[config.mk]
export PLATFORM = sky130hd
export DESIGN_NAME = l1_request_arbiter
export DESIGN_NICKNAME = d
export VERILOG_FILES = /design/src/common/coherence_pkg.sv /design/src/coherence/l1_request_arbiter.sv
export VERILOG_INCLUDE_DIRS = /design/src /design/src/common
export SDC_FILE = /design/constraint.sdc
export NUM_CORES = 1
export LEC_CHECK = 0
export ABC_AREA = 1
export BUFFER_PORTS_ARGS = -buffer_cell sky130_fd_sc_hd__buf_2
export CELL_PAD_IN_SITES_DETAIL_PLACEMENT = 2
export CELL_PAD_IN_SITES_GLOBAL_PLACEMENT = 2
export CORE_AREA = 2 2 262 264
export DETAILED_ROUTE_END_ITERATION = 16
export DIE_AREA = 0 0 264 266
export PLACE_DENSITY_LB_ADDON = 0.08
export SYNTH_ARGS = -nofsm -noshare
export SYNTH_HDL_FRONTEND = slang
export SYNTH_SLANG_ARGS = --single-unit
[constraint.sdc]
create_clock -name clk_i -period 0.9 [get_ports clk_i]
set_clock_uncertainty 0.15 [all_clocks]
set_input_delay 0.09 -clock clk_i [delete_from_list [all_inputs] [get_ports clk_i]]
set_output_delay 0.09 -clock clk_i [all_outputs]
set_load 0.1 [all_outputs]
[src/common/coherence_config.svh]
`ifndef COHERENCE_CONFIG_SVH
`define COHERENCE_CONFIG_SVH

// number of private L1 data caches on the bus
`define CU_CORE_NUMS 4

// must cover CU_CORE_NUMS
`define CU_CORE_ID_BITS 2

// physical address width
`define CU_XLEN 32

// one cache line in bits
`define CU_CLSIZE 128

`endif

[src/common/coherence_pkg.sv]
`include "coherence_config.svh"
`default_nettype none

package coherence_pkg;

    typedef logic [`CU_CORE_ID_BITS-1:0] core_id_t;
    typedef logic [`CU_XLEN-1:0]         addr_t;
    typedef logic [`CU_CLSIZE-1:0]       line_t;

    typedef struct packed {
        logic  rw_strobe;    // line miss
        logic  is_write;     // 1 = write
        logic  share_modify; // write hit on a shared line
        logic  replacement;  // evicted dirty line
        addr_t addr;
        line_t wb_line;
    } l1_req_t;

    typedef struct packed {
        logic  ready; // only from an L1 holding the line
        line_t line;
    } l1_snoop_rsp_t;

    typedef struct packed {
        logic  strobe;
        logic  invalidate;
        addr_t addr;
    } l1_probe_t;

    typedef struct packed {
        logic  ready;
        logic  exclusive;
        line_t line;
    } l1_grant_t;

    typedef struct packed {
        logic  write;       // level until L2 ready
        logic  replacement;
        line_t line;
        logic  read_strobe;
        logic  is_write;
        logic  invalidate;  // single pulse, no answer
        addr_t addr;
    } l2_req_t;

    typedef struct packed {
        logic  ready;
        logic  exclusive;
        line_t line;
    } l2_rsp_t;

    typedef struct packed {
        logic  strobe; // held until the controller acknowledges
        addr_t addr;
    } l2_inval_t;

    typedef enum logic [3:0] {
        cu_idle,
        cu_miss,
        cu_wait,
        cu_wait2,
        cu_wb_l2,
        cu_invalidate,
        cu_repl_delay,
        cu_replacement,
        cu_l2_invalidate,
        cu_release
    } cu_state_e;

endpackage

`default_nettype wire

[src/coherence/l1_request_arbiter.sv]
`include "coherence_config.svh"
`default_nettype none

module l1_request_arbiter (
    input  wire logic                    clk_i,
    input  wire logic                    rst_i,
    input  wire logic                    capture_i,
    input  wire coherence_pkg::l1_req_t  l1_req_i [0:`CU_CORE_NUMS-1],
    output logic                         have_wb_o,
    output logic                         have_inval_o,
    output logic                         have_rw_o,
    output coherence_pkg::core_id_t      wb_id_o,
    output coherence_pkg::core_id_t      inval_id_o,
    output coherence_pkg::core_id_t      rw_id_o
);

    logic [`CU_CORE_NUMS-1:0] wb_vec;
    logic [`CU_CORE_NUMS-1:0] inval_vec;
    logic [`CU_CORE_NUMS-1:0] rw_vec;

    // lowest index wins
    function automatic coherence_pkg::core_id_t lowest_set(
        input logic [`CU_CORE_NUMS-1:0] vec
    );
        coherence_pkg::core_id_t id;
        id = '0;
        for (int i = `CU_CORE_NUMS - 1; i >= 0; i--) begin
            if (vec[i]) begin
                id = coherence_pkg::core_id_t'(i);
            end
        end
        return id;
    endfunction

    always_comb begin
        for (int i = 0; i < `CU_CORE_NUMS; i++) begin
            wb_vec[i]    = l1_req_i[i].replacement;
            inval_vec[i] = l1_req_i[i].share_modify;
            rw_vec[i]    = l1_req_i[i].rw_strobe;
        end
    end

    assign have_wb_o    = |wb_vec;
    assign have_inval_o = |inval_vec;
    assign have_rw_o    = |rw_vec;

    // ids follow the requests while idle, frozen during a transaction
    always_ff @(posedge clk_i) begin
        if (rst_i) begin
            wb_id_o    <= '0;
            inval_id_o <= '0;
            rw_id_o    <= '0;
        end else if (capture_i) begin
            wb_id_o    <= lowest_set(wb_vec);
            inval_id_o <= lowest_set(inval_vec);
            rw_id_o    <= lowest_set(rw_vec);
        end
    end

endmodule

`default_nettype wire

## Word-level counts from Yosys, hierarchy flattened

Cells that the tools add are included.

- Muxes and demuxes: 12
- Reductions and logical operators: 3

Operators by type and width:

| kind | number |
|---|---|
| $mux W2 | 12 |
| $reduce_or A4 Y1 | 3 |

- Output and inout bits: 9
- Bits in registers: 6

## Logic depth before layout (Yosys ltp)

Gate-level depths: netlist of run 1.

- Depth in word-level cells: 4
- Gate-level depth with buffers: 5
- Depth with buffers taken out: 5

## Least setup slack after synthesis of run 1

OpenSTA, ideal clock, no wires.

- Path kind: reg-to-reg
- Start: reg inval_id_o[0] (netlist name)
- End: reg inval_id_o[0]
- Period minus slack after synthesis: 1.398 ns
- Setup time: 0.070 ns
- Stages on the path, launching flop included: 3
- Path slack: -0.498 ns
- Buffers on the path: 0
- Required time: 0.680 ns
- Arrival: 1.178 ns
- Path through: dfxtp_1 -> nand2_1 -> a21oi_1

RTL lines:

| what | line | RTL |
|---|---|---|
| end signal, assigned | l1_request_arbiter.sv:55 | `inval_id_o <= lowest_set(inval_vec);` |
| end, declared | l1_request_arbiter.sv:13 | `output coherence_pkg::core_id_t inval_id_o,` |

## Worst setup path in the final report of run 1

- Start: reg rw_id_o[1]
- End: out rw_id_o[1]

RTL lines:

| what | line | RTL |
|---|---|---|
| start, declared | l1_request_arbiter.sv:14 | `output coherence_pkg::core_id_t rw_id_o` |
| start signal, assigned | l1_request_arbiter.sv:56 | `rw_id_o <= lowest_set(rw_vec);` |

No word-level cell between the ends.

==> impl_metrics.ini, run 1 <==
[pwr]
pwr-share-clk_pct = 55.9
power_density_mw_per_mm2 = 755
power_uw = 1460
comb_power_share_pct = 24.8
p_int_uw = 988
peakVddDrop_mv = 0.397
leakagePower_uw = 0.000406
p_sw_uw = 467
p_sw_share_pct = 32.1
pwr-share-seq_pct = 19.3

[worst_setup_path]
crit_type = reg -> out
cp-end-kind = primary output
cp_num_buf_inv = 1
slowest_stage = dfxtp_4
crit_arrival_ns = 0.79
startpoint_type = flop
cp_max_fo = 2
cp.depth = 1
crit_chain = buf_12
required_ns = 0.66
critical-path-max-stage-delay_ns = 0.36
cpLargestDelayFamily = flip-flops
r2r_cells = 2

[clock_network]
clk_pin_slew_ns = 0.04
worst_skew_pair.late_latency_ns = 0.24
cts-htree-levels = 1
postCtsSetupRepairBufs = 0
cts_root_buffer = clkbuf_16
cts_sinks = 6
holdBufCountCts = 0
cts_tree = yes
clock_path_buffers = 2
cts_buffers = 3

[timing]
fin_crit_sh_pct = 114
hold_ws_ns = 0.00734
setup_viol = 6
drv_slew = 0
hold_viol_final = 0
period_needed_ns = 1.03
fmax_mhz = 974
slew_headroom_pct = 82.7
rsz0062_at_grt = true
fin_ws_ns = -0.127
max_slew.worst_pin.slew_ns = 0.259

[logic_synthesis]
synth_area_leaders = dfxtp_1 39%, nand2_1 22%, inv_1 11%
syn_nets = 711
synth_top_family_by_area = simple AND/OR/NAND/NOR gates
synth_xor_area_share_pct = 0
synth_fa_ha_area_share_pct = 0
yosysTopAreaCell = dfxtp_1
syn_avg_cell_area_sq_um = 5.92
synth-compound-area-share_pct = 9.76
yosys.area_share.simple_pct = 39.0
ys_ff_latch = 6
synth_cell_types = 7
synth_cells = 52
ys_warn_count = 0
yosysTopAreaCellShare_pct = 39.0
muxShareOfSynthArea_pct = 0
synth_area_sq_um = 308
seq_area_frac_synth_pct = 39.0

[status]
violations = setup timing
run_status = finished, violations left

[floorplanning]
fp.dieH_um = 266
dieArea_sq_mm = 0.0702
pin_count = 668
rows = 96
die_width_um = 264
core_area_sq_mm = 0.0677
start_util_pct = 0.454

[placement]
dpl_cell_area_sq_mm = 0.00179
numPortBuffers = 23
hpwl_mm = 3.14
dp_cells = 972
gp_congestion = 0.509

[final_layout]
layout_common_cells = 18 x nand2_1, 14 x buf_4, 13 x buf_2, 9 x inv_1, 7 x buf_12
stdcell_count = 976
fin_util_pct = 2.84
drive_gt1_share_pct = 58.1
stdcell_area_sq_mm = 0.00193
area_delta_synth_final_pct = 526
final_nets = 754
layout_commonest_cell = nand2_1
nFillCells = 8168

[worst_hold_path]
hold_depth = 2
hp-class = in -> reg

[global_routing]
grt_usage_pct = 1.16
first_global_vias = 570
grt_pass1_wl_mm = 4.90
grt_overflow_total = 0
antenna_found_initial = 0
grt_max_degree = 10

[route]
totalWireLength_mm = 3.56
drt_iter0_drc = 7
dr_total_vias = 474
drc = 0
drtAntennaViolNets = 0
drt_first_pass_iters = 3
wl_per_cell_um = 3.64
vias_per_cell = 0.486

[run]
maxCapViolations = 0
synthesized netlist by cell type:
master and count:
a21oi_1 6, dfxtp_1 6, inv_1 9, inv_2 1
nand2_1 18, nand3_1 6, nor2_1 6
layout make-up:
cell class                 instances  area, sq um  area share, %
antenna                            1         2.50          0.130
multi-input combinational         36          210           10.9
timing repair buffer              38          355           18.4
tap                              882         1100           57.3
inverter                          10         37.5           1.95
sequential                         6          143           7.40
clock buffer                       3         75.1           3.90
kinds of logic after synthesis:
family / count (synthesis)
simple gates: 30
buf+inv: 10
flops: 6
compound gates: 6
metal layers:
metal / global-route usage, % / up-vias / routed length (um)
met5: 0 / - / 0
met4: 0.415 / 0 / 53
met3: 0.795 / 4 / 270
met2: 1.34 / 21 / 1220
met1: 1.60 / 202 / 2010
li1: - / 247 / -
sequential cells by signal (all words and copies together), names as in the netlist:
register	flops
inval_id_o	2
rw_id_o	2
wb_id_o	2
power by group through the flow:
stage,registers [uW],clock network (uW),logic (uW)
after detailed placement,287,0,354
after floorplan,355,0,85.7
after global routing,284,890,398
final,281,813,360
after global placement,287,0,356
after CTS,283,867,370
final timing paths:
path | start | end | slack, ns
max | rw_id_o[1]$_SDFFE_PP0P_ | rw_id_o[1] | -0.13
min | rst_i | rw_id_o[1]$_SDFFE_PP0P_ | 0.007
max reg2reg | rw_id_o[0]$_SDFFE_PP0P_ | rw_id_o[0]$_SDFFE_PP0P_ | 0.15
min reg2reg | inval_id_o[1]$_SDFFE_PP0P_ | inval_id_o[1]$_SDFFE_PP0P_ | 0.34
stage by stage:
| stage | worst slack (ns) | setup TNS [ns] |
|---|---|---|
| floorplan | -0.0233 | -0.140 |
| global placement | -0.230 | -1.23 |
| detailed placement | -0.224 | -1.34 |
| CTS | -0.154 | -0.854 |
| global route | -0.158 | -0.895 |
| finish | -0.127 | -0.716 |
repair_timing:
| item | CTS | global route |
|---|---|---|
| endpoints found under the setup margin | 9 | 8 |
| pin swaps | 1 | 1 |
| resized for setup | 13 | 4 |
| endpoints found under the hold margin | 0 | 0 |
(Power assumes the default switching activity.)
==> run 2: changes to the inputs <==
--- a/config.mk
+++ b/config.mk
@@ -13,7 +13,8 @@
 export CORE_AREA = 2 2 262 264
 export DETAILED_ROUTE_END_ITERATION = 16
 export DIE_AREA = 0 0 264 266
-export PLACE_DENSITY_LB_ADDON = 0.08
+export PLACE_DENSITY = 0.95
+export SKIP_CTS_REPAIR_TIMING = 1
 export SYNTH_ARGS = -nofsm -noshare
 export SYNTH_HDL_FRONTEND = slang
 export SYNTH_SLANG_ARGS = --single-unit
==> run 2 against run 1 <==
The run ends with hold timing, setup timing left. Sequential power is essentially flat. First-iteration DRC count shrank 43%. Maximum frequency grew 3.9%. Sequential cell count is the same. Hold slack lost 0.053 ns. Power shrank 10%. Combinational power shrank 15%. Critical path type unchanged.
==> impl_metrics.ini, run 2 (synthesis results as in run 1) <==
[worst_setup_path]
critical-path-max-stage-delay_ns = 0.35
cp_max_fo = 2
crit_arrival_ns = 0.75
cp-end-kind = primary output
startpoint_type = flop
cpLargestDelayFamily = flip-flops
required_ns = 0.66
slowest_stage = dfxtp_4
crit_type = reg -> out
crit_chain = buf_12
cp_num_buf_inv = 1

[timing]
rsz0062_at_grt = true
period_needed_ns = 0.988
fin_ws_ns = -0.0884
hold_ws_ns = -0.0456
hold_viol_final = 6
slew_headroom_pct = 86.6
fmax_mhz = 1010
setup_viol = 6
drv_slew = 0
max_slew.worst_pin.slew_ns = 0.202
fin_crit_sh_pct = 110

[pwr]
p_sw_uw = 353
pwr-share-seq_pct = 21.4
p_int_uw = 953
power_density_mw_per_mm2 = 705
leakagePower_uw = 0.000364
comb_power_share_pct = 23.5
power_uw = 1310
pwr-share-clk_pct = 55.1
p_sw_share_pct = 27.0
peakVddDrop_mv = 0.678

[placement]
numPortBuffers = 23
hpwl_mm = 2.17
gp_congestion = 0.596
post-place-ws_ns = -0.148
dp_cells = 962

[route]
drtAntennaViolNets = 0
dr_total_vias = 475
totalWireLength_mm = 2.38
wl_per_cell_um = 2.46
drt_iter0_drc = 4
drt_first_pass_iters = 2
vias_per_cell = 0.491
drc = 0

[status]
violations = hold timing, setup timing
run_status = finished, violations left

[clock_network]
cts_root_buffer = clkbuf_16
worst_skew_pair.late_latency_ns = 0.23
cts_sinks = 6
cts-htree-levels = 1
cts_tree = yes
cts_buffers = 3
clock_path_buffers = 2
clk_pin_slew_ns = 0.03

[final_layout]
area_delta_synth_final_pct = 502
diodes = 0
drive_gt1_share_pct = 54.1
final_nets = 746
nFillCells = 8166
layout_common_cells = 18 x nand2_1, 14 x buf_2, 9 x inv_1, 7 x buf_12, 7 x buf_4
stdcell_count = 967
fin_util_pct = 2.74
reg_top3 = inval_id_o (2), rw_id_o (2), wb_id_o (2)
layout_commonest_cell = nand2_1

[global_routing]
grt_overflow_total = 0
grt_usage_pct = 0.724
grt_pass1_wl_mm = 3.49
grt_max_degree = 10
first_global_vias = 565
antenna_found_initial = 4

[floorplanning]
rows = 96
fp.dieH_um = 266
start_util_pct = 0.454
core_area_sq_mm = 0.0677
die_width_um = 264
pin_count = 668
dieArea_sq_mm = 0.0702

[worst_hold_path]
hp-class = in -> reg

[run]
maxCapViolations = 0
[run 2: cell types whose count changed in the layout (fill, tap and decap cells not counted), sizes merged]
cell   before  now
diode       1    0
buf        38   30
[run 2: metrics by stage]
stage / setup TNS [ns] / instance area (sq um) / hold slack [ns]
5_1_grt: -0.613 / 1850 / -0.0114
2_1_floorplan: -0.140 / 368 / -0.000643
3_5_place_dp: -0.600 / 1730 / 0.200
4_1_cts: -0.933 / 1800 / -0.0317
6_report: -0.508 / 1850 / -0.0456
3_3_place_gp: -0.404 / 1730 / 0.185
[run 2: layer usage]
metal	track usage (%)	vias up	routed length (um)	share of wire (%)
met5	0	-	11	0.46
met4	0.276	2	31	1.3
met3	0.555	5	457	19
met2	0.683	33	596	25
met1	1.08	210	1280	54
li1	-	225	-	-
[run 2: layout make-up]
type,count,area (sq um),share of cell area (%)
Tap cell,882,1100,59.5
Timing Repair Buffer,30,285,15.4
Multi-Input combinational cell,36,210,11.3
Sequential cell,6,143,7.69
Clock buffer,3,75.1,4.05
Inverter,10,37.5,2.02
[run 2: worst paths after layout]
| kind | from | to | slack [ns] | cells after the start |
|---|---|---|---|---|
| max reg2reg | inval_id_o[1]$_SDFFE_PP0P_ | inval_id_o[1]$_SDFFE_PP0P_ | 0.06 | 3 |
| max | inval_id_o[0]$_SDFFE_PP0P_ | inval_id_o[0] | -0.09 | 1 |
| min | rst_i | rw_id_o[0]$_SDFFE_PP0P_ | -0.05 | 2 |
| min reg2reg | rw_id_o[0]$_SDFFE_PP0P_ | rw_id_o[0]$_SDFFE_PP0P_ | 0.33 | 2 |
[run 2: power groups by stage]
stage / clock, uW / sequential [uW] / combinational (uW)
6_report: 720 / 279 / 307
5_1_grt: 761 / 281 / 333
4_1_cts: 733 / 280 / 293
3_5_place_dp: 0 / 284 / 292
3_3_place_gp: 0 / 282 / 286
2_1_floorplan: 0 / 355 / 85.7
