`src/common/coherence_config.svh`:
```
`ifndef COHERENCE_CONFIG_SVH
`define COHERENCE_CONFIG_SVH

// number of private L1 data caches on the bus
`define CU_CORE_NUMS 4

// must cover CU_CORE_NUMS
`define CU_CORE_ID_BITS 2

// physical address width
`define CU_XLEN 32

// one cache line in bits
`define CU_CLSIZE 128

`endif

```
`src/common/coherence_pkg.sv`:
```
`include "coherence_config.svh"
`default_nettype none

package coherence_pkg;

    typedef logic [`CU_CORE_ID_BITS-1:0] core_id_t;
    typedef logic [`CU_XLEN-1:0]         addr_t;
    typedef logic [`CU_CLSIZE-1:0]       line_t;

    typedef struct packed {
        logic  rw_strobe;    // line miss
        logic  is_write;     // 1 = write
        logic  share_modify; // write hit on a shared line
        logic  replacement;  // evicted dirty line
        addr_t addr;
        line_t wb_line;
    } l1_req_t;

    typedef struct packed {
        logic  ready; // only from an L1 holding the line
        line_t line;
    } l1_snoop_rsp_t;

    typedef struct packed {
        logic  strobe;
        logic  invalidate;
        addr_t addr;
    } l1_probe_t;

    typedef struct packed {
        logic  ready;
        logic  exclusive;
        line_t line;
    } l1_grant_t;

    typedef struct packed {
        logic  write;       // level until L2 ready
        logic  replacement;
        line_t line;
        logic  read_strobe;
        logic  is_write;
        logic  invalidate;  // single pulse, no answer
        addr_t addr;
    } l2_req_t;

    typedef struct packed {
        logic  ready;
        logic  exclusive;
        line_t line;
    } l2_rsp_t;

    typedef struct packed {
        logic  strobe; // held until the controller acknowledges
        addr_t addr;
    } l2_inval_t;

    typedef enum logic [3:0] {
        cu_idle,
        cu_miss,
        cu_wait,
        cu_wait2,
        cu_wb_l2,
        cu_invalidate,
        cu_repl_delay,
        cu_replacement,
        cu_l2_invalidate,
        cu_release
    } cu_state_e;

endpackage

`default_nettype wire

```
`src/coherence/l2_port.sv`:
```
`include "coherence_config.svh"
`default_nettype none

module l2_port (
    input  wire logic                      clk_i,
    input  wire logic                      rst_i,
    input  wire coherence_pkg::cu_state_e  state_i,
    input  wire coherence_pkg::l1_req_t    l1_req_i [0:`CU_CORE_NUMS-1],
    input  wire coherence_pkg::core_id_t   rw_id_i,
    input  wire coherence_pkg::core_id_t   wb_id_i,
    input  wire coherence_pkg::core_id_t   inval_id_i,
    input  wire logic                      peer_ready_i,
    input  wire coherence_pkg::line_t      peer_line_i,
    input  wire coherence_pkg::l2_rsp_t    l2_rsp_i,
    output coherence_pkg::l2_req_t         l2_req_o
);

    coherence_pkg::l1_req_t rw_req;
    coherence_pkg::l1_req_t wb_req;
    coherence_pkg::l1_req_t inval_req;

    logic wr_q;
    logic repl_q;
    logic rd_q;
    logic inv_q;
    logic rd_is_write_q;
    logic peer_fill;
    logic write_state;
    logic read_pending;

    coherence_pkg::addr_t rd_addr_q;
    coherence_pkg::addr_t inv_addr_q;
    coherence_pkg::addr_t buf_addr_q;
    coherence_pkg::line_t buf_line_q;

    assign rw_req    = l1_req_i[rw_id_i];
    assign wb_req    = l1_req_i[wb_id_i];
    assign inval_req = l1_req_i[inval_id_i];

    assign peer_fill    = state_i == coherence_pkg::cu_wait2 && peer_ready_i && !rw_req.is_write;
    assign write_state  = state_i == coherence_pkg::cu_wb_l2
                       || state_i == coherence_pkg::cu_replacement;
    assign read_pending = state_i == coherence_pkg::cu_wait2 && !peer_ready_i && !l2_rsp_i.ready;

    // write-back buffer, the requester may drop its request meanwhile
    always_ff @(posedge clk_i) begin
        if (rst_i) begin
            buf_addr_q <= '0;
            buf_line_q <= '0;
        end else if (peer_fill) begin
            buf_addr_q <= rw_req.addr;
            buf_line_q <= peer_line_i;
        end else if (state_i == coherence_pkg::cu_repl_delay) begin
            buf_addr_q <= wb_req.addr;
            buf_line_q <= wb_req.wb_line;
        end else if (l2_rsp_i.ready) begin
            buf_addr_q <= '0;
            buf_line_q <= '0;
        end
    end

    always_ff @(posedge clk_i) begin
        if (rst_i) begin
            wr_q   <= 1'b0;
            repl_q <= 1'b0;
            rd_q   <= 1'b0;
            inv_q  <= 1'b0;
        end else begin
            wr_q   <= write_state && !l2_rsp_i.ready;
            repl_q <= state_i == coherence_pkg::cu_replacement && !l2_rsp_i.ready;
            rd_q   <= read_pending; // re-issued each cycle until someone answers
            inv_q  <= state_i == coherence_pkg::cu_invalidate;
        end
    end

    always_ff @(posedge clk_i) begin
        if (read_pending) begin
            rd_addr_q     <= rw_req.addr;
            rd_is_write_q <= rw_req.is_write;
        end
        if (state_i == coherence_pkg::cu_invalidate) begin
            inv_addr_q <= inval_req.addr;
        end
    end

    always_comb begin
        l2_req_o             = '0;
        l2_req_o.write       = wr_q;
        l2_req_o.replacement = repl_q;
        l2_req_o.line        = buf_line_q;
        l2_req_o.read_strobe = rd_q;
        l2_req_o.is_write    = rd_q && rd_is_write_q;
        l2_req_o.invalidate  = inv_q;
        // invalidate, then read, then write
        if (inv_q) begin
            l2_req_o.addr = inv_addr_q;
        end else if (rd_q) begin
            l2_req_o.addr = rd_addr_q;
        end else if (wr_q) begin
            l2_req_o.addr = buf_addr_q;
        end
    end

endmodule

`default_nettype wire

```
`config.mk`:
```
export PLATFORM = sky130hd
export DESIGN_NAME = l2_port
export DESIGN_NICKNAME = d
export VERILOG_FILES = /design/src/common/coherence_pkg.sv /design/src/coherence/l2_port.sv
export VERILOG_INCLUDE_DIRS = /design/src /design/src/common
export SDC_FILE = /design/constraint.sdc
export NUM_CORES = 1
export LEC_CHECK = 0
export ABC_AREA = 1
export BUFFER_PORTS_ARGS = -buffer_cell sky130_fd_sc_hd__buf_2
export CORE_AREA = 2 2 424 426
export DETAILED_ROUTE_END_ITERATION = 10
export DIE_AREA = 0 0 426 428
export PLACE_DENSITY = 0.4
export SLEW_MARGIN = 30
export SYNTH_ARGS = -nofsm -noshare
export SYNTH_HDL_FRONTEND = slang
export SYNTH_SLANG_ARGS = --single-unit
```
`constraint.sdc`:
```
create_clock -name clk_i -period 3.6 [get_ports clk_i]
set_input_delay 0.36 -clock clk_i [delete_from_list [all_inputs] [get_ports clk_i]]
set_output_delay 0.36 -clock clk_i [all_outputs]
set_load 0.01 [all_outputs]
```
# Word level (Yosys, flattened, before mapping)

Cells that the tools add are included.

Register bits after elaboration: 229
Bits of input ports: 927
Output and inout port bits: 165
Word-level logic and storage cells: 50

$lt $le $gt $ge: 3
Equality and inequality tests: 5
Multiplexer cells: 18
Bitwise operators: 3
Reduce and logical (&&, ||, !) cells: 12

Operators by type and width:

| operator           | number |
|---|---|
| $bmux 164 s2       | 3 |
| $mux 160           | 4 |
| $mux 128           | 3 |
| $mux 163           | 2 |
| $mux 32            | 6 |
| $eq 4x3->1 const B | 4 |
| $ge 3x3->1 const B | 3 |
| $not 2->3          | 3 |
| $logic_and 1x1->1  | 7 |
| $eq 4x2->1 const B | 1 |
| $logic_not 1->1    | 3 |
| $reduce_bool 3->1  | 1 |
| $logic_or 1x1->1   | 1 |

# Logic depth before layout (Yosys ltp)

Gate-level depths: netlist (run 1).

Word-level depth: 7
Gate-level depth with buffers: 10
Gate-level depth less buffers: 8

# Worst setup path before layout (run 1)

OpenSTA, ideal clock, no wires.

Path kind: input-to-reg
Start point: input state_i[1]
End point: register rd_addr_q[0], enable pin
Library setup time: 0.465 ns
Arrival: 2.846 ns
Data required time: 3.135 ns
Slack: 0.289 ns
Stages: 4
Path buffers: 0
Cell sequence: nand2_1 > inv_2 > nand2_1 > nor3_1

Cells in the longest elaborated chain, start to end: 3

RTL lines:

| what                           | line          | text |
|---|---|---|
| start: declaration             | l2_port.sv:7  | `input wire coherence_pkg::cu_state_e state_i,` |
| $eq 4x2->1                     | l2_port.sv:43 | `assign read_pending = state_i == coherence_pkg::cu_wait2 && !peer_ready_i && !l2_rsp_i.ready;` |
| $logic_and 1x1->1 (2 in a row) | l2_port.sv:43 |  |
| named net read_pending         | l2_port.sv:29 | `logic read_pending;` |
| end signal: assignment         | l2_port.sv:78 | `rd_addr_q <= rw_req.addr;` |
| end: declaration               | l2_port.sv:31 | `coherence_pkg::addr_t rd_addr_q;` |

The timed path passes the listed nets, and every way through them passes these cells.
A chain may end at the register's enable or synchronous reset.

==> results of run 1 <==
-- report_power, final --
group	leakage, nW	switching [W]	internal, W
registers	1.94	0.0000509	0.00278
logic	10.4	0.00143	0.000826
clock network	0.571	0.00148	0.00215
-- path summary, 6_finish.rpt --
check	endpoint	slack [ps]	start
worst max register to register	buf_line_q[100]	2840	buf_line_q[100]
worst max-delay path	l2_req_o[0]	900	wr_q
worst min-delay path	buf_line_q[117]	110	peer_line_i[117]
worst min register to register	buf_addr_q[24]	490	buf_addr_q[24]
-- what timing repair did --
| action | in CTS | in global routing |
|---|---|---|
| endpoints found under the setup margin | 0 | 0 |
| hold buffers | 2 | 0 |
| hold endpoints to repair | 1 | 0 |
-- registers in the layout, indices dropped and copies added, names as in the netlist --
name / cells
rd_is_write_q: 1
buf_line_q: 128
rd_addr_q: 32
repl_q: 1
inv_q: 1
buf_addr_q: 32
inv_addr_q: 32
rd_q: 1
wr_q: 1
-- cells in the final DEF, fill, tap and decap left out, types with 27 or more instances in the layout --
| master | count |
|---|---|
| nand3_1 | 708 |
| clkbuf_16 | 37 |
| o22ai_1 | 27 |
| nand3b_1 | 133 |
| buf_2 | 948 |
| a21oi_1 | 131 |
| edfxtp_1 | 65 |
| nand2_1 | 1107 |
| buf_4 | 50 |
| nor2_1 | 387 |
| inv_1 | 57 |
| diode_2 | 33 |
| o21ai_0 | 76 |
| dfxtp_1 | 161 |
-- final cells by class --
cell class | instances | share of cell area [%]
Multi-Input combinational cell | 2584 | 42.9
Antenna cell | 33 | 0.308
Clock buffer | 51 | 3.87
Tap cell | 2355 | 11.0
Inverter | 68 | 1.02
Sequential cell | 229 | 19.5
Clock inverter | 12 | 0.467
Timing Repair Buffer | 1024 | 20.9
-- metrics by stage --
step	total power [W]	instance area, sq um	worst slack (ps)	utilization, %
2_1_floorplan	0.00395	18200	289	-
3_3_place_gp	0.00517	25600	1030	14.4
3_5_place_dp	0.00517	25600	1040	14.4
4_1_cts	0.00894	26700	785	15.0
5_1_grt	0.00921	26800	757	15.1
6_report	0.00871	26800	898	15.1
-- cell families after synthesis --
kind of cell | Yosys count
and+or+nand+nor | 2345
DFF | 229
AOI/OAI and AO/OA | 239
buffers and inverters | 353
-- routing by layer --
layer / vias up / wire length (microns) / part of all wire [%]
li1: 12000 / - / -
met1: 11900 / 58000 / 41
met2: 993 / 68700 / 49
met3: 166 / 9370 / 6.7
met4: 24 / 3790 / 2.7
met5: - / 146 / 0.10
-- critical path, cell delays in order, from the launching register on --
cell,delay [ps]
dfxtp_2,660
buf_4,430
nand3_1,120
a21oi_1,200
buf_2,310
==> results_dict.tcl, run 1 <==
set metrics [dict create \
    outcome "finished clean" \
    dp_cells 6258 \
    drt_iter0_markers 1994 \
    synth_top_cell_by_area "nand2_1" \
    clk_latency_ps 570 \
    synth_top_family_by_area "simple AND/OR/NAND/NOR gates" \
    cts_buffer_depth 3 \
    max_freq_ghz 0.370 \
    cp-end-kind "output pin" \
    synth_seq_area_share_pct 28.8 \
    area_delta_synth_final_pct 47.7 \
    wl_per_cell_microns 22.0 \
    met2_usage_pct 24.9 \
    worstPathArrival_ps 2340 \
    tightestPinTransition_ps 955 \
    synth.area.top_cells "nand2_1, nand3_1, dfxtp_1" \
    synthMuxAreaShare_pct 0 \
    die_x_microns 426 \
    fillers 20900 \
    port_buffers 950 \
    cp_max_fo 18 \
    ctsResizeCount 0 \
    ys_types 22 \
    hold_depth 5 \
    total_leakage_power_nw 12.9 \
    synthCells 3166 \
    maxCapViolCount 0 \
    use_met1_pct 18.4 \
    synth_compound_area_share_pct 6.83 \
    track_usage_pct 14.7 \
    overflow 0 \
    synth_fp_nets 4093 \
    setup-tns-final_ps 0 \
    coreArea_sq_um 178000 \
    grt_pass1_vias 23800 \
    synth-simple-area-share_pct 56.3 \
    multi_input_area_sq_um 11500 \
    hold_class "input port to register" \
    fp-row-count 155 \
    max_slew_margin_pct 36.3 \
    vias_per_cell 3.94 \
    hold_ws_ps 112 \
    grt_pass1_wl_microns 189000 \
    clock_sinks 229 \
    powerDensity_nw_per_um2 325 \
    cts_setup_buffers 0 \
    dieArea_sq_um 182000 \
    vias 25000 \
    synthAdderAreaFrac_pct 0 \
    cp-start-kind "register" \
    fin_skew_ps 0 \
    async_flop_share_pct 0 \
    syn_avg_cell_area_sq_um 5.74 \
    synth.most_common_cell "nand2_1" \
    finalHoldViolations 0 \
    cts_tree "built" \
    antenna_found_initial 59 \
    htree_levels 2 \
    seq_area_sq_um 5240 \
    path_class "register to output pin" \
    cts.clk_slew.worst_paths_ps 60 \
    place.gp.congestion 0.930 \
    r2r_cells 3 \
    worst_ep_required_time_ps 3240 \
    use_met3_pct 2.97 \
    die-height_microns 428 \
    ys_top_cells_by_count "nand2_1, nand3_1, nor2_1, dfxtp_1, clkbuf_1" \
    firstDrtPassIters 5 \
    min_period_over_period_pct 75.0 \
    final-max-slew-violation-count 0 \
    synth_edf_count 65 \
    ys.flop_type "dfxtp_1" \
    grt_max_degree 106 \
    syn-cell-area_sq_um 18200 \
    antenna_left 0 \
    netlist.area_leader.share_pct 22.9 \
    routed_wirelength_microns 140000 \
    cts-root-buf "clkbuf_16" \
    peakVddDrop_uv 263 \
    fin_crit_ps 2700 \
    drcViolationCount 0 \
    layout-drive-gt1-share_pct 27.7 \
    start_util_pct 10.2 \
    instances_no_fill 6356 \
    setup_viol 0 \
    nets 4870 \
    io_pins 1092 \
    busiest_layer "met2" \
    cts_buffers 36 \
    yosysWarnings 0 \
    rsz0062_at_grt "no" \
    dp.final_hpwl_microns 106000 \
    ys_ff_latch 229 \
    synth_xor_area_share_pct 0 \
]
(Power assumes the default switching activity.)
==> run 2, diff against run 1 <==
clock period = 2.65 ns   (was 3.6 ns; I/O delays follow)
==> run 2 against run 1 <==
Combinational power is 41% higher. Power is 39% higher. Core utilization is 0.60 points higher. Largest power group unchanged. Via count is 1.7% higher. Largest cell class unchanged. Final cell count is 1.4% higher.
==> results_dict.tcl, run 2 (synthesized netlist as in run 1, its figures left out) <==
set metrics [dict create \
    outcome "finished clean" \
    grt_pass1_vias 24200 \
    rsz0062_at_grt "no" \
    largest_reg_flops 128 \
    port_buffers 950 \
    grt_pass1_wl_microns 189000 \
    dp_cells 6280 \
    routed_wirelength_microns 139000 \
    dp.final_hpwl_microns 109000 \
    p_sw_share_pct 34.1 \
    drcViolationCount 0 \
    die-height_microns 428 \
    worstPathArrival_ps 2280 \
    combPwrFrac_pct 26.2 \
    clock_sinks 229 \
    vias_per_cell 3.95 \
    dp_slack_ps 434 \
    min_period_over_period_pct 95.9 \
    die_x_microns 426 \
    vias 25500 \
    path_class "register to output pin" \
    top_register "buf_line_q" \
    total_power_w 0.0121 \
    setup_viol 0 \
    firstDrtPassIters 6 \
    overflow 0 \
    seq_power_share_pct 31.8 \
    setup_ws_ps 108 \
    powerDensity_nw_per_um2 433 \
    max_slew_margin_pct 40.5 \
    peakVddDrop_uv 386 \
    final-max-slew-violation-count 0 \
    antenna_found_initial 69 \
    area_delta_synth_final_pct 53.5 \
    finalHoldViolations 0 \
    cp-start-kind "register" \
    cts_buffers 36 \
    total_leakage_power_nw 13.4 \
    switchingPower_w 0.00412 \
    cts.clk_slew.worst_paths_ps 50 \
    fillers 20900 \
    fin_crit_ps 2540 \
    antenna_left 0 \
    htree_levels 2 \
    grt_max_degree 111 \
    nets 4969 \
    place.gp.congestion 0.913 \
    coreArea_sq_um 178000 \
    final_cell_mix "nand2_1, buf_2, nand3_1" \
    worst_ep_required_time_ps 2380 \
    cp_max_fo 16 \
    max_freq_ghz 0.393 \
    fp-row-count 155 \
    hold_ws_ps 46.9 \
    hold_class "input port to register" \
    p_int_w 0.00796 \
    clk_latency_ps 590 \
    start_util_pct 10.2 \
    maxCapViolCount 0 \
    io_pins 1092 \
    fin_skew_ps 0 \
    tightestPinTransition_ps 892 \
    final_common_cell "nand2_1" \
    wl_per_cell_microns 21.6 \
    cts_buffer_depth 3 \
    pwr-share-clk_pct 41.9 \
    track_usage_pct 14.6 \
    drt_iter0_markers 1893 \
    cts_tree "built" \
    setup-tns-final_ps 0 \
    instances_no_fill 6442 \
    dieArea_sq_um 182000 \
    layout-drive-gt1-share_pct 27.6 \
    cts-root-buf "clkbuf_16" \
    cp-end-kind "output pin" \
]
run 2: per-stage QoR:
step / instance area, sq um / util, %
floorplan: 18200 / -
global placement: 25800 / 14.5
detailed placement: 25800 / 14.5
CTS: 27800 / 15.7
global route: 27900 / 15.7
finish: 27900 / 15.7
run 2: worst paths after layout:
path                                       from              end  slack [ps]  depth (start not counted)
worst min register to register    buf_addr_q[7]    buf_addr_q[7]         490                          2
worst max register to register  buf_line_q[100]  buf_line_q[100]        1830                          3
worst max-delay path                       rd_q      l2_req_o[7]         110                          4
worst min-delay path             peer_line_i[0]    buf_line_q[0]          50                          5
run 2: layer usage:
layer,GRT usage (%),part of all wire [%],up-vias
li1,-,-,12200
met1,18.0,41,12100
met2,25.6,50,963
met3,3.12,6.7,208
met4,3.63,2.3,26
met5,0,0.12,-
run 2: power by group through the flow:
| stage | Combinational, W | Clock [W] | Sequential (W) |
|---|---|---|---|
| 2_1_floorplan | 0.00141 | 0 | 0.00396 |
| 3_3_place_gp | 0.00309 | 0 | 0.00391 |
| 3_5_place_dp | 0.00310 | 0 | 0.00392 |
| 4_1_cts | 0.00321 | 0.00532 | 0.00384 |
| 5_1_grt | 0.00349 | 0.00541 | 0.00386 |
| 6_report | 0.00317 | 0.00507 | 0.00385 |
run 2: area by class of cell:
cell class                 instances  area [sq um]  share of cell area [%]
antenna                           19          47.5                   0.170
clock buffer                      51          1040                    3.72
clock inverter                    13           176                   0.633
inverter                          68           275                   0.987
multi-input combinational       2584         11500                    41.3
sequential                       229          5240                    18.8
tap                             2355          2950                    10.6
timing repair buffer            1123          6650                    23.8
run 2: repair_timing:
action / 4_1_cts / 5_1_grt
setup endpoints to repair: 8 / 2
pin swaps: 0 / 0
buffers inserted: 0 / 0
endpoints found under the hold margin: 71 / 0
gates resized for setup: 2 / 2
hold buffers: 79 / 0
run 2: worst max-delay path: stages (launching register included):
cell and delay (ps):
dfxtp_2 620, buf_4 390, a21oi_1 110, a21oi_1 330, buf_2 210
