[config.mk]
export PLATFORM = sky130hd
export DESIGN_NAME = coherence_fsm
export DESIGN_NICKNAME = d
export VERILOG_FILES = /design/src/common/coherence_pkg.sv /design/src/coherence/coherence_fsm.sv
export VERILOG_INCLUDE_DIRS = /design/src /design/src/common
export SDC_FILE = /design/constraint.sdc
export NUM_CORES = 1
export LEC_CHECK = 0
export BUFFER_PORTS_ARGS = -buffer_cell sky130_fd_sc_hd__buf_4
export CORE_AREA = 2 2 39 41
export CTS_CLUSTER_DIAMETER = 120
export DETAILED_ROUTE_END_ITERATION = 8
export DIE_AREA = 0 0 41 43
export HOLD_SLACK_MARGIN = 0.06
export PLACE_DENSITY = 0.68
export SLEW_MARGIN = 15
export SYNTH_ARGS = -nofsm -noshare
export SYNTH_HDL_FRONTEND = slang
export SYNTH_SLANG_ARGS = --single-unit
[constraint.sdc]
create_clock -name clk_i -period 3.1 [get_ports clk_i]
set_clock_uncertainty 0.15 [all_clocks]
set_input_delay 0.465 -clock clk_i [delete_from_list [all_inputs] [get_ports clk_i]]
set_output_delay 0.465 -clock clk_i [all_outputs]
set_load 0.02 [all_outputs]
[src/common/coherence_config.svh]
`ifndef COHERENCE_CONFIG_SVH
`define COHERENCE_CONFIG_SVH

// number of private L1 data caches on the bus
`define CU_CORE_NUMS 4

// must cover CU_CORE_NUMS
`define CU_CORE_ID_BITS 2

// physical address width
`define CU_XLEN 32

// one cache line in bits
`define CU_CLSIZE 128

`endif

[src/common/coherence_pkg.sv]
`include "coherence_config.svh"
`default_nettype none

package coherence_pkg;

    typedef logic [`CU_CORE_ID_BITS-1:0] core_id_t;
    typedef logic [`CU_XLEN-1:0]         addr_t;
    typedef logic [`CU_CLSIZE-1:0]       line_t;

    typedef struct packed {
        logic  rw_strobe;    // line miss
        logic  is_write;     // 1 = write
        logic  share_modify; // write hit on a shared line
        logic  replacement;  // evicted dirty line
        addr_t addr;
        line_t wb_line;
    } l1_req_t;

    typedef struct packed {
        logic  ready; // only from an L1 holding the line
        line_t line;
    } l1_snoop_rsp_t;

    typedef struct packed {
        logic  strobe;
        logic  invalidate;
        addr_t addr;
    } l1_probe_t;

    typedef struct packed {
        logic  ready;
        logic  exclusive;
        line_t line;
    } l1_grant_t;

    typedef struct packed {
        logic  write;       // level until L2 ready
        logic  replacement;
        line_t line;
        logic  read_strobe;
        logic  is_write;
        logic  invalidate;  // single pulse, no answer
        addr_t addr;
    } l2_req_t;

    typedef struct packed {
        logic  ready;
        logic  exclusive;
        line_t line;
    } l2_rsp_t;

    typedef struct packed {
        logic  strobe; // held until the controller acknowledges
        addr_t addr;
    } l2_inval_t;

    typedef enum logic [3:0] {
        cu_idle,
        cu_miss,
        cu_wait,
        cu_wait2,
        cu_wb_l2,
        cu_invalidate,
        cu_repl_delay,
        cu_replacement,
        cu_l2_invalidate,
        cu_release
    } cu_state_e;

endpackage

`default_nettype wire

[src/coherence/coherence_fsm.sv]
`default_nettype none

module coherence_fsm (
    input  wire logic                      clk_i,
    input  wire logic                      rst_i,
    input  wire logic                      have_wb_i,
    input  wire logic                      have_inval_i,
    input  wire logic                      have_rw_i,
    input  wire logic                      rw_is_write_i,
    input  wire coherence_pkg::l2_inval_t  l2_inval_i,
    input  wire logic                      peer_ready_i,
    input  wire logic                      l2_ready_i,
    output coherence_pkg::cu_state_e       state_o,
    output logic                           capture_o,
    output logic                           cu_l2_ready_o
);

    coherence_pkg::cu_state_e state_q;
    coherence_pkg::cu_state_e state_d;

    always_ff @(posedge clk_i) begin
        if (rst_i) begin
            state_q <= coherence_pkg::cu_idle;
        end else begin
            state_q <= state_d;
        end
    end

    always_comb begin
        state_d = state_q;
        case (state_q)
            coherence_pkg::cu_idle: begin
                if (l2_inval_i.strobe) begin
                    state_d = coherence_pkg::cu_l2_invalidate;
                end else if (have_wb_i) begin
                    state_d = coherence_pkg::cu_repl_delay;
                end else if (have_inval_i) begin
                    state_d = coherence_pkg::cu_invalidate;
                end else if (have_rw_i) begin
                    state_d = coherence_pkg::cu_miss;
                end
            end
            coherence_pkg::cu_miss: begin
                state_d = coherence_pkg::cu_wait; // probes go out here
            end
            coherence_pkg::cu_wait: begin
                state_d = coherence_pkg::cu_wait2;
            end
            coherence_pkg::cu_wait2: begin
                // a peer answer beats the L2
                if (peer_ready_i) begin
                    if (rw_is_write_i) begin
                        state_d = coherence_pkg::cu_release;
                    end else begin
                        state_d = coherence_pkg::cu_wb_l2; // clean copy goes to L2 too
                    end
                end else if (l2_ready_i) begin
                    state_d = coherence_pkg::cu_release;
                end
            end
            coherence_pkg::cu_wb_l2: begin
                if (l2_ready_i) begin
                    state_d = coherence_pkg::cu_release;
                end
            end
            coherence_pkg::cu_repl_delay: begin
                state_d = coherence_pkg::cu_replacement;
            end
            coherence_pkg::cu_replacement: begin
                if (l2_ready_i) begin
                    state_d = coherence_pkg::cu_release;
                end
            end
            coherence_pkg::cu_invalidate: begin
                state_d = coherence_pkg::cu_release;
            end
            coherence_pkg::cu_l2_invalidate: begin
                state_d = coherence_pkg::cu_release;
            end
            // gives the granted L1 one edge to drop its request
            coherence_pkg::cu_release: begin
                state_d = coherence_pkg::cu_idle;
            end
            default: begin
                state_d = coherence_pkg::cu_idle;
            end
        endcase
    end

    assign state_o       = state_q;
    assign capture_o     = state_q == coherence_pkg::cu_idle;
    assign cu_l2_ready_o = state_q == coherence_pkg::cu_l2_invalidate;

endmodule

`default_nettype wire

# After elaboration in Yosys (flattened, before gate mapping)
# Cells that the tools add are included.
# totals
reg_bits	4
latch_bits	0
mem_bits_rw	0
rom_bits	0
out_inout_bits	6
mem_count	0
# classes
add_sub_neg	0
mul	0
div	0
magnitude_cmp	0
eq_ne	9
n_shift	0
n_mux	8
bitwise_logic	0
reduce_logical	3
# op_table
op	n
two-way mux 4 bit	7
case mux 4 bit (7 select lines)	1
equality test 4 x 3 -> 1 bit (second input constant)	4
equality test 4 x 2 -> 1 bit (second input constant)	2
!= test 5 bit (second input constant)	1
equality test 4 x 1 -> 1 bit (second input constant)	1
equality test 4 bit (second input constant)	1
zero test 4 bit	1
OR reduction 2 bit	2

# Longest topological paths before layout
# Gate-level depths: netlist (run 1).
# logic_depth
ltp_word	5
depth_mapped	5

# Worst setup path after synthesis (run 1)
# No wires, ideal clock.
# synth_timing
kind	register to output
startpoint	register state_q[2], in the netlist state_o[2]
endpoint	output capture_o
arrival_ns	1.235
required_time_ns	2.485
path_slack_ns	1.250
stages_incl_launch_ff	4
cell_sequence	dfxtp_1 or3_1 buf_6 nor2_1
# synth_via
elab_chain_cells	1
# synth_rtl
element	line	source
start: declaration	coherence_fsm.sv:18	coherence_pkg::cu_state_e state_q;
start signal: assignment	coherence_fsm.sv:23	state_q <= coherence_pkg::cu_idle;
start signal: assignment	coherence_fsm.sv:25	state_q <= state_d;
zero test 4 bit	coherence_fsm.sv:91	assign capture_o = state_q == coherence_pkg::cu_idle;
end: declaration	coherence_fsm.sv:14	output logic capture_o,
# Every way passes these cells.

# Worst setup path in the final report (run 1)
# layout_timing
startpoint	register state_q[2], in the netlist state_o[2]
endpoint	output cu_l2_ready_o
# layout_via
elab_chain_cells	1
# layout_rtl
element	line	source
equality test 4 bit	coherence_fsm.sv:92	assign cu_l2_ready_o = state_q == coherence_pkg::cu_l2_invalidate;
end: declaration	coherence_fsm.sv:15	output logic cu_l2_ready_o
# Every way passes these cells.

==> results of run 1 <==
==> worst paths after layout <==
kind                         to  slack (ps)
hold / removal       state_o[2]         280
hold reg to reg      state_o[1]         510
setup reg to reg     state_o[3]        1480
setup / recovery  cu_l2_ready_o        1100
==> routing by layer <==
metal | track usage | up-vias | wire (µm)
li1 | - | 177 | -
met1 | 0.1442 | 159 | 349
met2 | 0.1469 | 11 | 359
met3 | 0 | 0 | 37
met4 | 0.1000 | 0 | 0
met5 | 0 | - | 0
==> per-stage QoR <==
| stage | hold slack, ps | util | cells | setup WS, ps | cell area (µm²) |
|---|---|---|---|---|---|
| 6_report | 281.3 | 0.3119 | 71 | 1097 | 431.7 |
| 5_1_grt | 276.7 | 0.3119 | 71 | 1025 | 431.7 |
| 4_1_cts | 270.6 | 0.3119 | 71 | 1083 | 431.7 |
| 3_5_place_dp | 500.9 | 0.2957 | 68 | 1333 | 409.1 |
| 3_3_place_gp | 497.4 | 0.2957 | 68 | 1339 | 409.1 |
| 2_1_floorplan | 391.8 | - | 40 | 1250 | 299.0 |
==> power by group <==
group          total (mW)  internal, mW  switching (mW)  leakage (nW)
clock network      0.0614        0.0431          0.0183        0.0138
logic               0.208        0.0955           0.112         0.142
registers           0.112        0.0705          0.0412        0.0330
==> area by class of cell <==
class                   instances  area, µm²  share of cell area
well taps                      16      20.02             0.04638
repair buffers                 14      105.1              0.2435
multi-input cells              29      185.2              0.4290
inverters                       5      18.77             0.04348
clock buffers                   3      22.52             0.05217
flip-flops and latches          4      80.08              0.1855
==> placed cells by master (no fill, tap or decap), types with 2 or more instances in the layout <==
cell type and n:
inv_1 5, dfxtp_1 4, nor4_1 2, nor2_1 9, buf_4 14, clkbuf_4 3, nor3_1 3, a21oi_1 2
==> cells by family after synthesis <==
kind of cell             count (synthesis)  share of synthesized area
multiplexers                             1                    0.03347
adder cells (fa/ha/maj)                  1                    0.03347
flip-flops                               4                     0.2678
AO/OA/AOI/OAI                            9                     0.2636
buffers and inverters                    7                     0.1130
AND/OR/NAND/NOR                         18                     0.2887
==> summary.txt, run 1 <==
Power
  • Power per cell area: roughly 880 nW/µm²
  • VDD IR max: 0.1832 mV
  • Leak: approximately 0.19 nW
  • Tot Pwr: around 0.38 mW

GRT
  • Pin count of the biggest net entering global routing: 12
  • Global-route wire length before repair: around 1.3 mm
  • Initial antenna violation count: 0
  • All-Layer GR Usage: 0.1073
  • Vias in the first global route: between 300 and 400
  • GRT overflow: 0

Logic synthesis
  • Warnings, synthesis: 0
  • Prevailing post-synth register cell: dfxtp_1
  • Synth cell count leaders: 9 x nor2_1, 5 x inv_1, 4 x dfxtp_1
  • Most frequent cell after synthesis: nor2_1
  • Ys async rst share: 0
  • Sequential share of the synthesized area: 0.2678
  • Netlist cell types: 21
  • Avg Inst Size Synth: between 7 and 8 µm²
  • Post-synth EDFFs: 0
  • Mapped Nets: 81
  • Mapped Cells: 40
  • Cell area after synthesis: 299.0 µm²
  • Yosys reg bits: 4
  • Top cells by area, synth: dfxtp_1 27%, nor2_1 11%, inv_1 6.3%
  • Area leader, netlist: dfxtp_1
  • Yosys top cell area share: 0.2678

Place
  • GPL Wtd Cong: between 0.8 and 0.9
  • Port buffer count: 14
  • DP HPWL: ~600 µm

Final layout
  • Filler Cell Count: between 150 and 200
  • Nets: between 90 and 100
  • Area delta synth->final: 44.35%
  • Layout cells sized above 1: 0.3455
  • Max FFs per register: 4
  • Diode count: 0

STA
  • Final Hold Fails: 0
  • RSZ-0062 raised after global routing: false
  • Max-Slew Margin vs Limit: 0.6843
  • Max frequency: 499.2 MHz
  • Min Tclk post-route: approximately 2000 ps
  • Slew Limit Fails: 0
  • Tcrit/Tclk final: 0.6462
  • Tightest Pin Transition: about 460 ps
  • Final setup violation count: 0
  • Total negative slack: 0 ps

CTS
  • Number of CTS-inserted buffers: 3
  • CTS clk-pin slew, worst paths: 40 ps
  • Hold-fix buffers, CTS: 0
  • Setup bufs post-CTS: 0
  • CTS sink count: 4
  • Htree depth: 1
  • Clk Latency, worst-skew pair: 230 ps
  • Root Buffer: clkbuf_4
  • Clock tree buffer depth: 2
  • CTS resizes: 0
  • CTS tree: yes

Worst setup path
  • Slowest CP cell: or3_1
  • Critical Path Stages: 3
  • Worst setup EP type: output pin
  • Crit path launch type: flop
  • CP top delay family: simple AND/OR/NAND/NOR gates
  • Crit-path max FO: 9
  • Setup crit start: state_o[2]
  • Worst EP required: about 2500 ps
  • Worst flop-to-flop path startpoint: state_o[2]
  • Worst path bufs/invs: 1
  • CP max stage delay: roughly 500 ps
  • Crit Path Category: reg -> out
  • R2R depth: 3
  • WP data arrival: around 1400 ps
  • Worst path cell trace: or3_1 -> nor2_1 -> buf_4

Hold path
  • Cell depth of the worst hold path: 2
  • Hold_sp: rst_i
  • Hold crit path type: in -> reg

Floorplan
  • Core ar.: approximately 1400 µm²
  • Die ar.: approximately 1800 µm²
  • Initial core utilization: 0.2161
  • Row count: 14
  • Die W: about 41 µm
  • I/O Pins: 47
  • Die height: 43 µm

Run
  • Max Cap Viol: 0

Detailed routing
  • WL per Instance: between 10 and 15 µm
  • DRT Pass-1 Iters: 4
  • Post-route ant nets: 0
  • Via count: around 350
  • Vias/cell: 4.887
  • DRT Wirelength: 746 µm
  • Residual DRC count: 0
  • First DRT Iteration DRCs: 10

Status
  • Outcome: completed
(Power assumes the default switching activity.)
==> inputs of run 2 (changes only) <==
--- a/config.mk
+++ b/config.mk
@@ -12,7 +12,7 @@
 export DETAILED_ROUTE_END_ITERATION = 8
 export DIE_AREA = 0 0 41 43
 export HOLD_SLACK_MARGIN = 0.06
-export PLACE_DENSITY = 0.68
+export PLACE_DENSITY = 0.7
 export SLEW_MARGIN = 15
 export SYNTH_ARGS = -nofsm -noshare
 export SYNTH_HDL_FRONTEND = slang
==> constraint.sdc (replaced) <==
create_clock -name clk_i -period 1.7 [get_ports clk_i]
set_clock_uncertainty 0.15 [all_clocks]
set_input_delay 0.255 -clock clk_i [delete_from_list [all_inputs] [get_ports clk_i]]
set_output_delay 0.255 -clock clk_i [all_outputs]
set_load 0.02 [all_outputs]
==> run 2 against run 1 <==
Against the previous run: design area is 8.1% higher; largest cell class unchanged; utilization is 2.5 points higher; wire length is 4.7% higher; total power is 99% higher; combinational power is 130% higher.
==> summary.txt, run 2 (synthesized netlist as in run 1, its figures left out) <==
Status
  • Outcome: completed

Final layout
  • Non-filler cells, final: 75
  • Nets: between 100 and 150
  • Diode count: 0
  • Max FFs per register: 4
  • Final instance area: between 400 and 500 µm²
  • Area delta synth->final: 56.07%
  • Layout cells sized above 1: 0.4068
  • Commonest non-fill, non-tap cell in the layout: buf_4
  • Leading cell types in the layout, fill and taps excluded: 18 x buf_4, 9 x nor2_1, 5 x inv_1, 4 x dfxtp_1

Place
  • GPL Wtd Cong: a little under 0.8
  • Port buffer count: 14
  • DP HPWL: around 630 µm
  • Area after DPL: 439.2 µm²
  • Number of instances in the placed design: a little over 70

Worst setup path
  • Worst EP required: ~1300 ps
  • Crit Path Category: reg -> out
  • Worst path cell trace: or3_4 -> nor2_1 -> buf_4
  • CP max stage delay: roughly 420 ps
  • Worst flop-to-flop path startpoint: state_o[0]
  • Crit path launch type: flop
  • WP data arrival: about 1200 ps
  • Crit-path max FO: 6
  • Worst setup EP type: output pin
  • Slowest CP cell: or3_4
  • Setup crit start: state_o[0]

Detailed routing
  • Residual DRC count: 0
  • Vias/cell: ~4.7
  • First DRT Iteration DRCs: 3
  • DRT Pass-1 Iters: 4
  • Post-route ant nets: 0
  • WL per Instance: 10.41 µm
  • DRT Wirelength: roughly 780 µm
  • Via count: about 350

STA
  • RSZ-0062 raised after global routing: false
  • Slew Limit Fails: 0
  • Final Hold Fails: 0
  • Tcrit/Tclk final: 0.9598
  • Tightest Pin Transition: between 400 and 500 ps
  • Max frequency: 612.9 MHz
  • Max-Slew Margin vs Limit: 0.6835
  • Min Tclk post-route: around 1600 ps
  • Total negative slack: 0 ps
  • Final setup violation count: 0

CTS
  • Root Buffer: clkbuf_4
  • Clk Latency, worst-skew pair: roughly 230 ps
  • Clock tree buffer depth: 2
  • CTS clk-pin slew, worst paths: 30 ps
  • CTS tree: yes
  • Number of CTS-inserted buffers: 3
  • Htree depth: 1
  • CTS sink count: 4

GRT
  • Pin count of the biggest net entering global routing: 9
  • Global-route wire length before repair: around 1.4 mm
  • Vias in the first global route: between 300 and 400
  • GRT overflow: 0
  • All-Layer GR Usage: 0.1242
  • Initial antenna violation count: 0

Floorplan
  • Die ar.: between 1500 and 2000 µm²
  • I/O Pins: 47
  • Row count: 14
  • Core ar.: 1384 µm²
  • Die W: 41 µm
  • Die height: about 43 µm
  • Initial core utilization: 0.2161

Run
  • Max Cap Viol: 0

Power
  • Gate power share: 0.635
  • Net Switching: approximately 0.32 mW
  • Switching share of power: 0.4258
  • Clock share of power: 0.147
  • Sequential share of power: 0.217
  • Tot Pwr: between 0.7 and 0.8 mW
  • Pint: 0.4355 mW
  • Leak: 0.2095 nW
  • Power per cell area: ~1600 nW/µm²
  • VDD IR max: just over 0.5 mV

Hold path
  • Hold_sp: rst_i
  • Hold crit path type: in -> reg
-- run 2: cell types whose count changed in the layout (fill, tap and decap cells not counted), sizes merged --
cell  delta
buf      +4
-- run 2: worst max-delay path: cells and delay by family, from the launching register on --
kind	cells	cell delay, ps
buf+inv	1	140
simple gates	2	530
flops	1	330
-- run 2: repair_timing --
item / 4_1_cts / 5_1_grt
setup buffers: 0 / 0
setup endpoints to repair: 2 / 0
resized for setup: 1 / 0
hold buffers: 0 / 0
-- run 2: cell type report --
class                   count  area (µm²)
fillers                   144       917.1
multi-input cells          29       190.2
repair buffers             18       135.1
flip-flops and latches      4       80.08
clock buffers               3       22.52
well taps                  16       20.02
inverters                   5       18.77
-- run 2: path summary, 6_finish.rpt --
kind              cells after the start  slack [ps]             to
setup / recovery                      3          70  cu_l2_ready_o
hold / removal                        2          70     state_o[2]
setup reg to reg                      3         240     state_o[3]
hold reg to reg                       2         520     state_o[1]
-- run 2: metrics by stage --
step           utilization  hold slack (ps)  worst slack [ps]
2_1_floorplan            -            181.8             59.74
3_3_place_gp        0.3174            303.2             197.1
3_5_place_dp        0.3174            307.6             186.4
4_1_cts             0.3373            66.77             53.23
5_1_grt             0.3373            80.32             6.944
6_report            0.3373            73.54             68.28
-- run 2: layer usage --
layer,share of wire,routed length [µm],track usage,vias up
met3,0.038,30,0,2
li1,-,-,-,187
met4,0.022,17,0.1400,0
met5,0,0,0,-
met2,0.47,367,0.1781,10
met1,0.47,366,0.1470,154
-- run 2: power by group through the flow --
stage | clock (mW) | combinational, mW | sequential [mW]
after floorplan | 0 | 0.259 | 0.210
after detailed placement | 0 | 0.466 | 0.165
final | 0.112 | 0.482 | 0.165
after global placement | 0 | 0.462 | 0.164
after global routing | 0.125 | 0.534 | 0.172
after CTS | 0.117 | 0.483 | 0.166
==> inputs of run 3 (changes only) <==
--- a/config.mk
+++ b/config.mk
@@ -6,13 +6,14 @@
 export SDC_FILE = /design/constraint.sdc
 export NUM_CORES = 1
 export LEC_CHECK = 0
-export BUFFER_PORTS_ARGS = -buffer_cell sky130_fd_sc_hd__buf_4
 export CORE_AREA = 2 2 39 41
 export CTS_CLUSTER_DIAMETER = 120
 export DETAILED_ROUTE_END_ITERATION = 8
 export DIE_AREA = 0 0 41 43
+export DONT_BUFFER_PORTS = 1
 export HOLD_SLACK_MARGIN = 0.06
-export PLACE_DENSITY = 0.7
+export PLACE_DENSITY = 0.39
+export SETUP_SLACK_MARGIN = 0.1
 export SLEW_MARGIN = 15
 export SYNTH_ARGS = -nofsm -noshare
 export SYNTH_HDL_FRONTEND = slang
==> run 3 against run 2 <==
Against the previous run: clock power about the same; count of clock-buffer cells in the layout is the same; first-iteration DRC count grew 100%; non-clock buffer count shrank 6; utilization shrank 0.090 points; critical path depth is the same; register-to-register slack got worse by 70 ps; critical path type unchanged; largest cell class unchanged.
==> summary.txt, run 3 (synthesized netlist as in run 1, its figures left out) <==
Status
  • Outcome: completed

Worst setup path
  • Crit Path Category: reg -> out
  • R2R depth: 5
  • Worst path cell trace: or3_4 -> nor2_1 -> buf_4
  • RR Endpoint: state_o[2]
  • Crit path launch type: flop
  • Worst setup EP type: output pin
  • CP max stage delay: about 380 ps
  • Slowest CP cell: or3_4
  • Worst flop-to-flop path startpoint: state_o[0]
  • CP top delay family: simple AND/OR/NAND/NOR gates
  • Worst EP required: ~1300 ps
  • Crit-path max FO: 3
  • R2R Setup Slk: around 170 ps
  • Worst path bufs/invs: 1
  • WP data arrival: approximately 1200 ps

CTS
  • CTS sink count: 4
  • CTS clk-pin slew, worst paths: ~40 ps
  • Root Buffer: clkbuf_4
  • Number of CTS-inserted buffers: 3
  • Clk Latency, worst-skew pair: between 200 and 250 ps
  • CTS tree: yes
  • Htree depth: 1
  • Clock tree buffer depth: 2

Floorplan
  • Initial core utilization: 0.2161
  • Die ar.: 1763 µm²
  • Die W: 41 µm
  • Die height: about 43 µm
  • I/O Pins: 47
  • Row count: 14
  • Core ar.: about 1400 µm²

GRT
  • Vias in the first global route: 337
  • Initial antenna violation count: 0
  • GRT overflow: 0
  • Pin count of the biggest net entering global routing: 11
  • All-Layer GR Usage: 0.1225
  • Global-route wire length before repair: approximately 1.4 mm

Power
  • VDD IR max: around 0.54 mV
  • Leak: approximately 0.19 nW
  • Power per cell area: 1824 nW/µm²
  • Tot Pwr: 0.8488 mW

Place
  • DP HPWL: approximately 630 µm
  • Port buffer count: 0
  • GPL Wtd Cong: between 0.8 and 0.9
  • Number of instances in the placed design: 60

Final layout
  • Layout cells sized above 1: 0.4717
  • Finished Core Util: 0.3363
  • Non-filler cells, final: between 60 and 70
  • Leading cell types in the layout, fill and taps excluded: 10 x buf_4, 7 x nor2_1, 5 x inv_1, 3 x clkbuf_4
  • Area delta synth->final: 55.65%
  • Max FFs per register: 4
  • Commonest non-fill, non-tap cell in the layout: buf_4
  • Nets: 96
  • Diode count: 0
  • Filler Cell Count: 150

Hold path
  • Hold crit path type: in -> reg
  • Hold_sp: l2_ready_i
  • Worst Hold End: state_o[1]
  • Cell depth of the worst hold path: 2

STA
  • Final Hold Fails: 0
  • Total negative slack: 0 ps
  • Final setup violation count: 0
  • Max frequency: approximately 630 MHz
  • Slew Limit Fails: 0
  • Min Tclk post-route: ~1600 ps
  • Tcrit/Tclk final: 0.9348
  • Max-Slew Margin vs Limit: 0.6715
  • Hold slack: around 150 ps
  • Tightest Pin Transition: around 500 ps
  • RSZ-0062 raised after global routing: true

Detailed routing
  • Via count: 360
  • WL per Instance: roughly 13 µm
  • Residual DRC count: 0
  • DRT Wirelength: 873 µm
  • Post-route ant nets: 0
  • First DRT Iteration DRCs: 6
  • Vias/cell: around 5.2
  • DRT Pass-1 Iters: 4

Run
  • Max Cap Viol: 0
## run 3: changes by cell type in the layout (fill, tap and decap cells not counted), sizes merged
cell and delta:
buf -7, dlygate4sd3 +1
## run 3: worst max-delay path by stage
stage          slack, ps  cells after the start            end  startpoint
2_1_floorplan         60                      3      capture_o  state_o[2]
3_3_place_gp         160                      4     state_o[2]  state_o[0]
3_5_place_dp         150                      3     state_o[3]  state_o[0]
4_1_cts               70                      3  cu_l2_ready_o  state_o[0]
5_1_grt               50                      5     state_o[2]  state_o[2]
6_report             110                      3  cu_l2_ready_o  state_o[0]
## run 3: layout make-up
class	instances	area, µm²	area share
Multi-Input combinational cell	29	217.7	0.4677
Tap cell	16	20.02	0.04301
Sequential cell	4	90.09	0.1935
Inverter	5	18.77	0.04032
Clock buffer	3	22.52	0.04839
Timing Repair Buffer	12	96.34	0.2070
## run 3: layer usage
layer	part of all wire	track usage
met3	0.11	0.04188
met4	0.016	0.08000
met1	0.42	0.1672
met5	0	0
met2	0.46	0.1563
## run 3: stage by stage
step / area [µm²] / setup WS (ps)
final: 465.4 / 110.8
after global routing: 465.4 / 52.25
after CTS: 409.1 / 70.26
after detailed placement: 349.1 / 153.7
after global placement: 349.1 / 155.7
after floorplan: 299.0 / 59.74
## run 3: timing repair
action,4_1_cts,5_1_grt
endpoints found under the hold margin,4,0
resized for setup,5,8
hold buffers,1,0
setup buffers,2,3
pin swaps,2,4
endpoints found under the setup margin,2,5
## run 3: power breakdown
part	internal (mW)	switching (mW)
clock	0.0787	0.0350
combinational	0.267	0.275
sequential	0.142	0.0508
## run 3: worst register-to-register path, stage by stage (launching register included)
cell,delay [ps]
dfxtp_4,330
buf_4,130
inv_1,70
maj3_1,370
a221oi_1,270
nor3_1,90
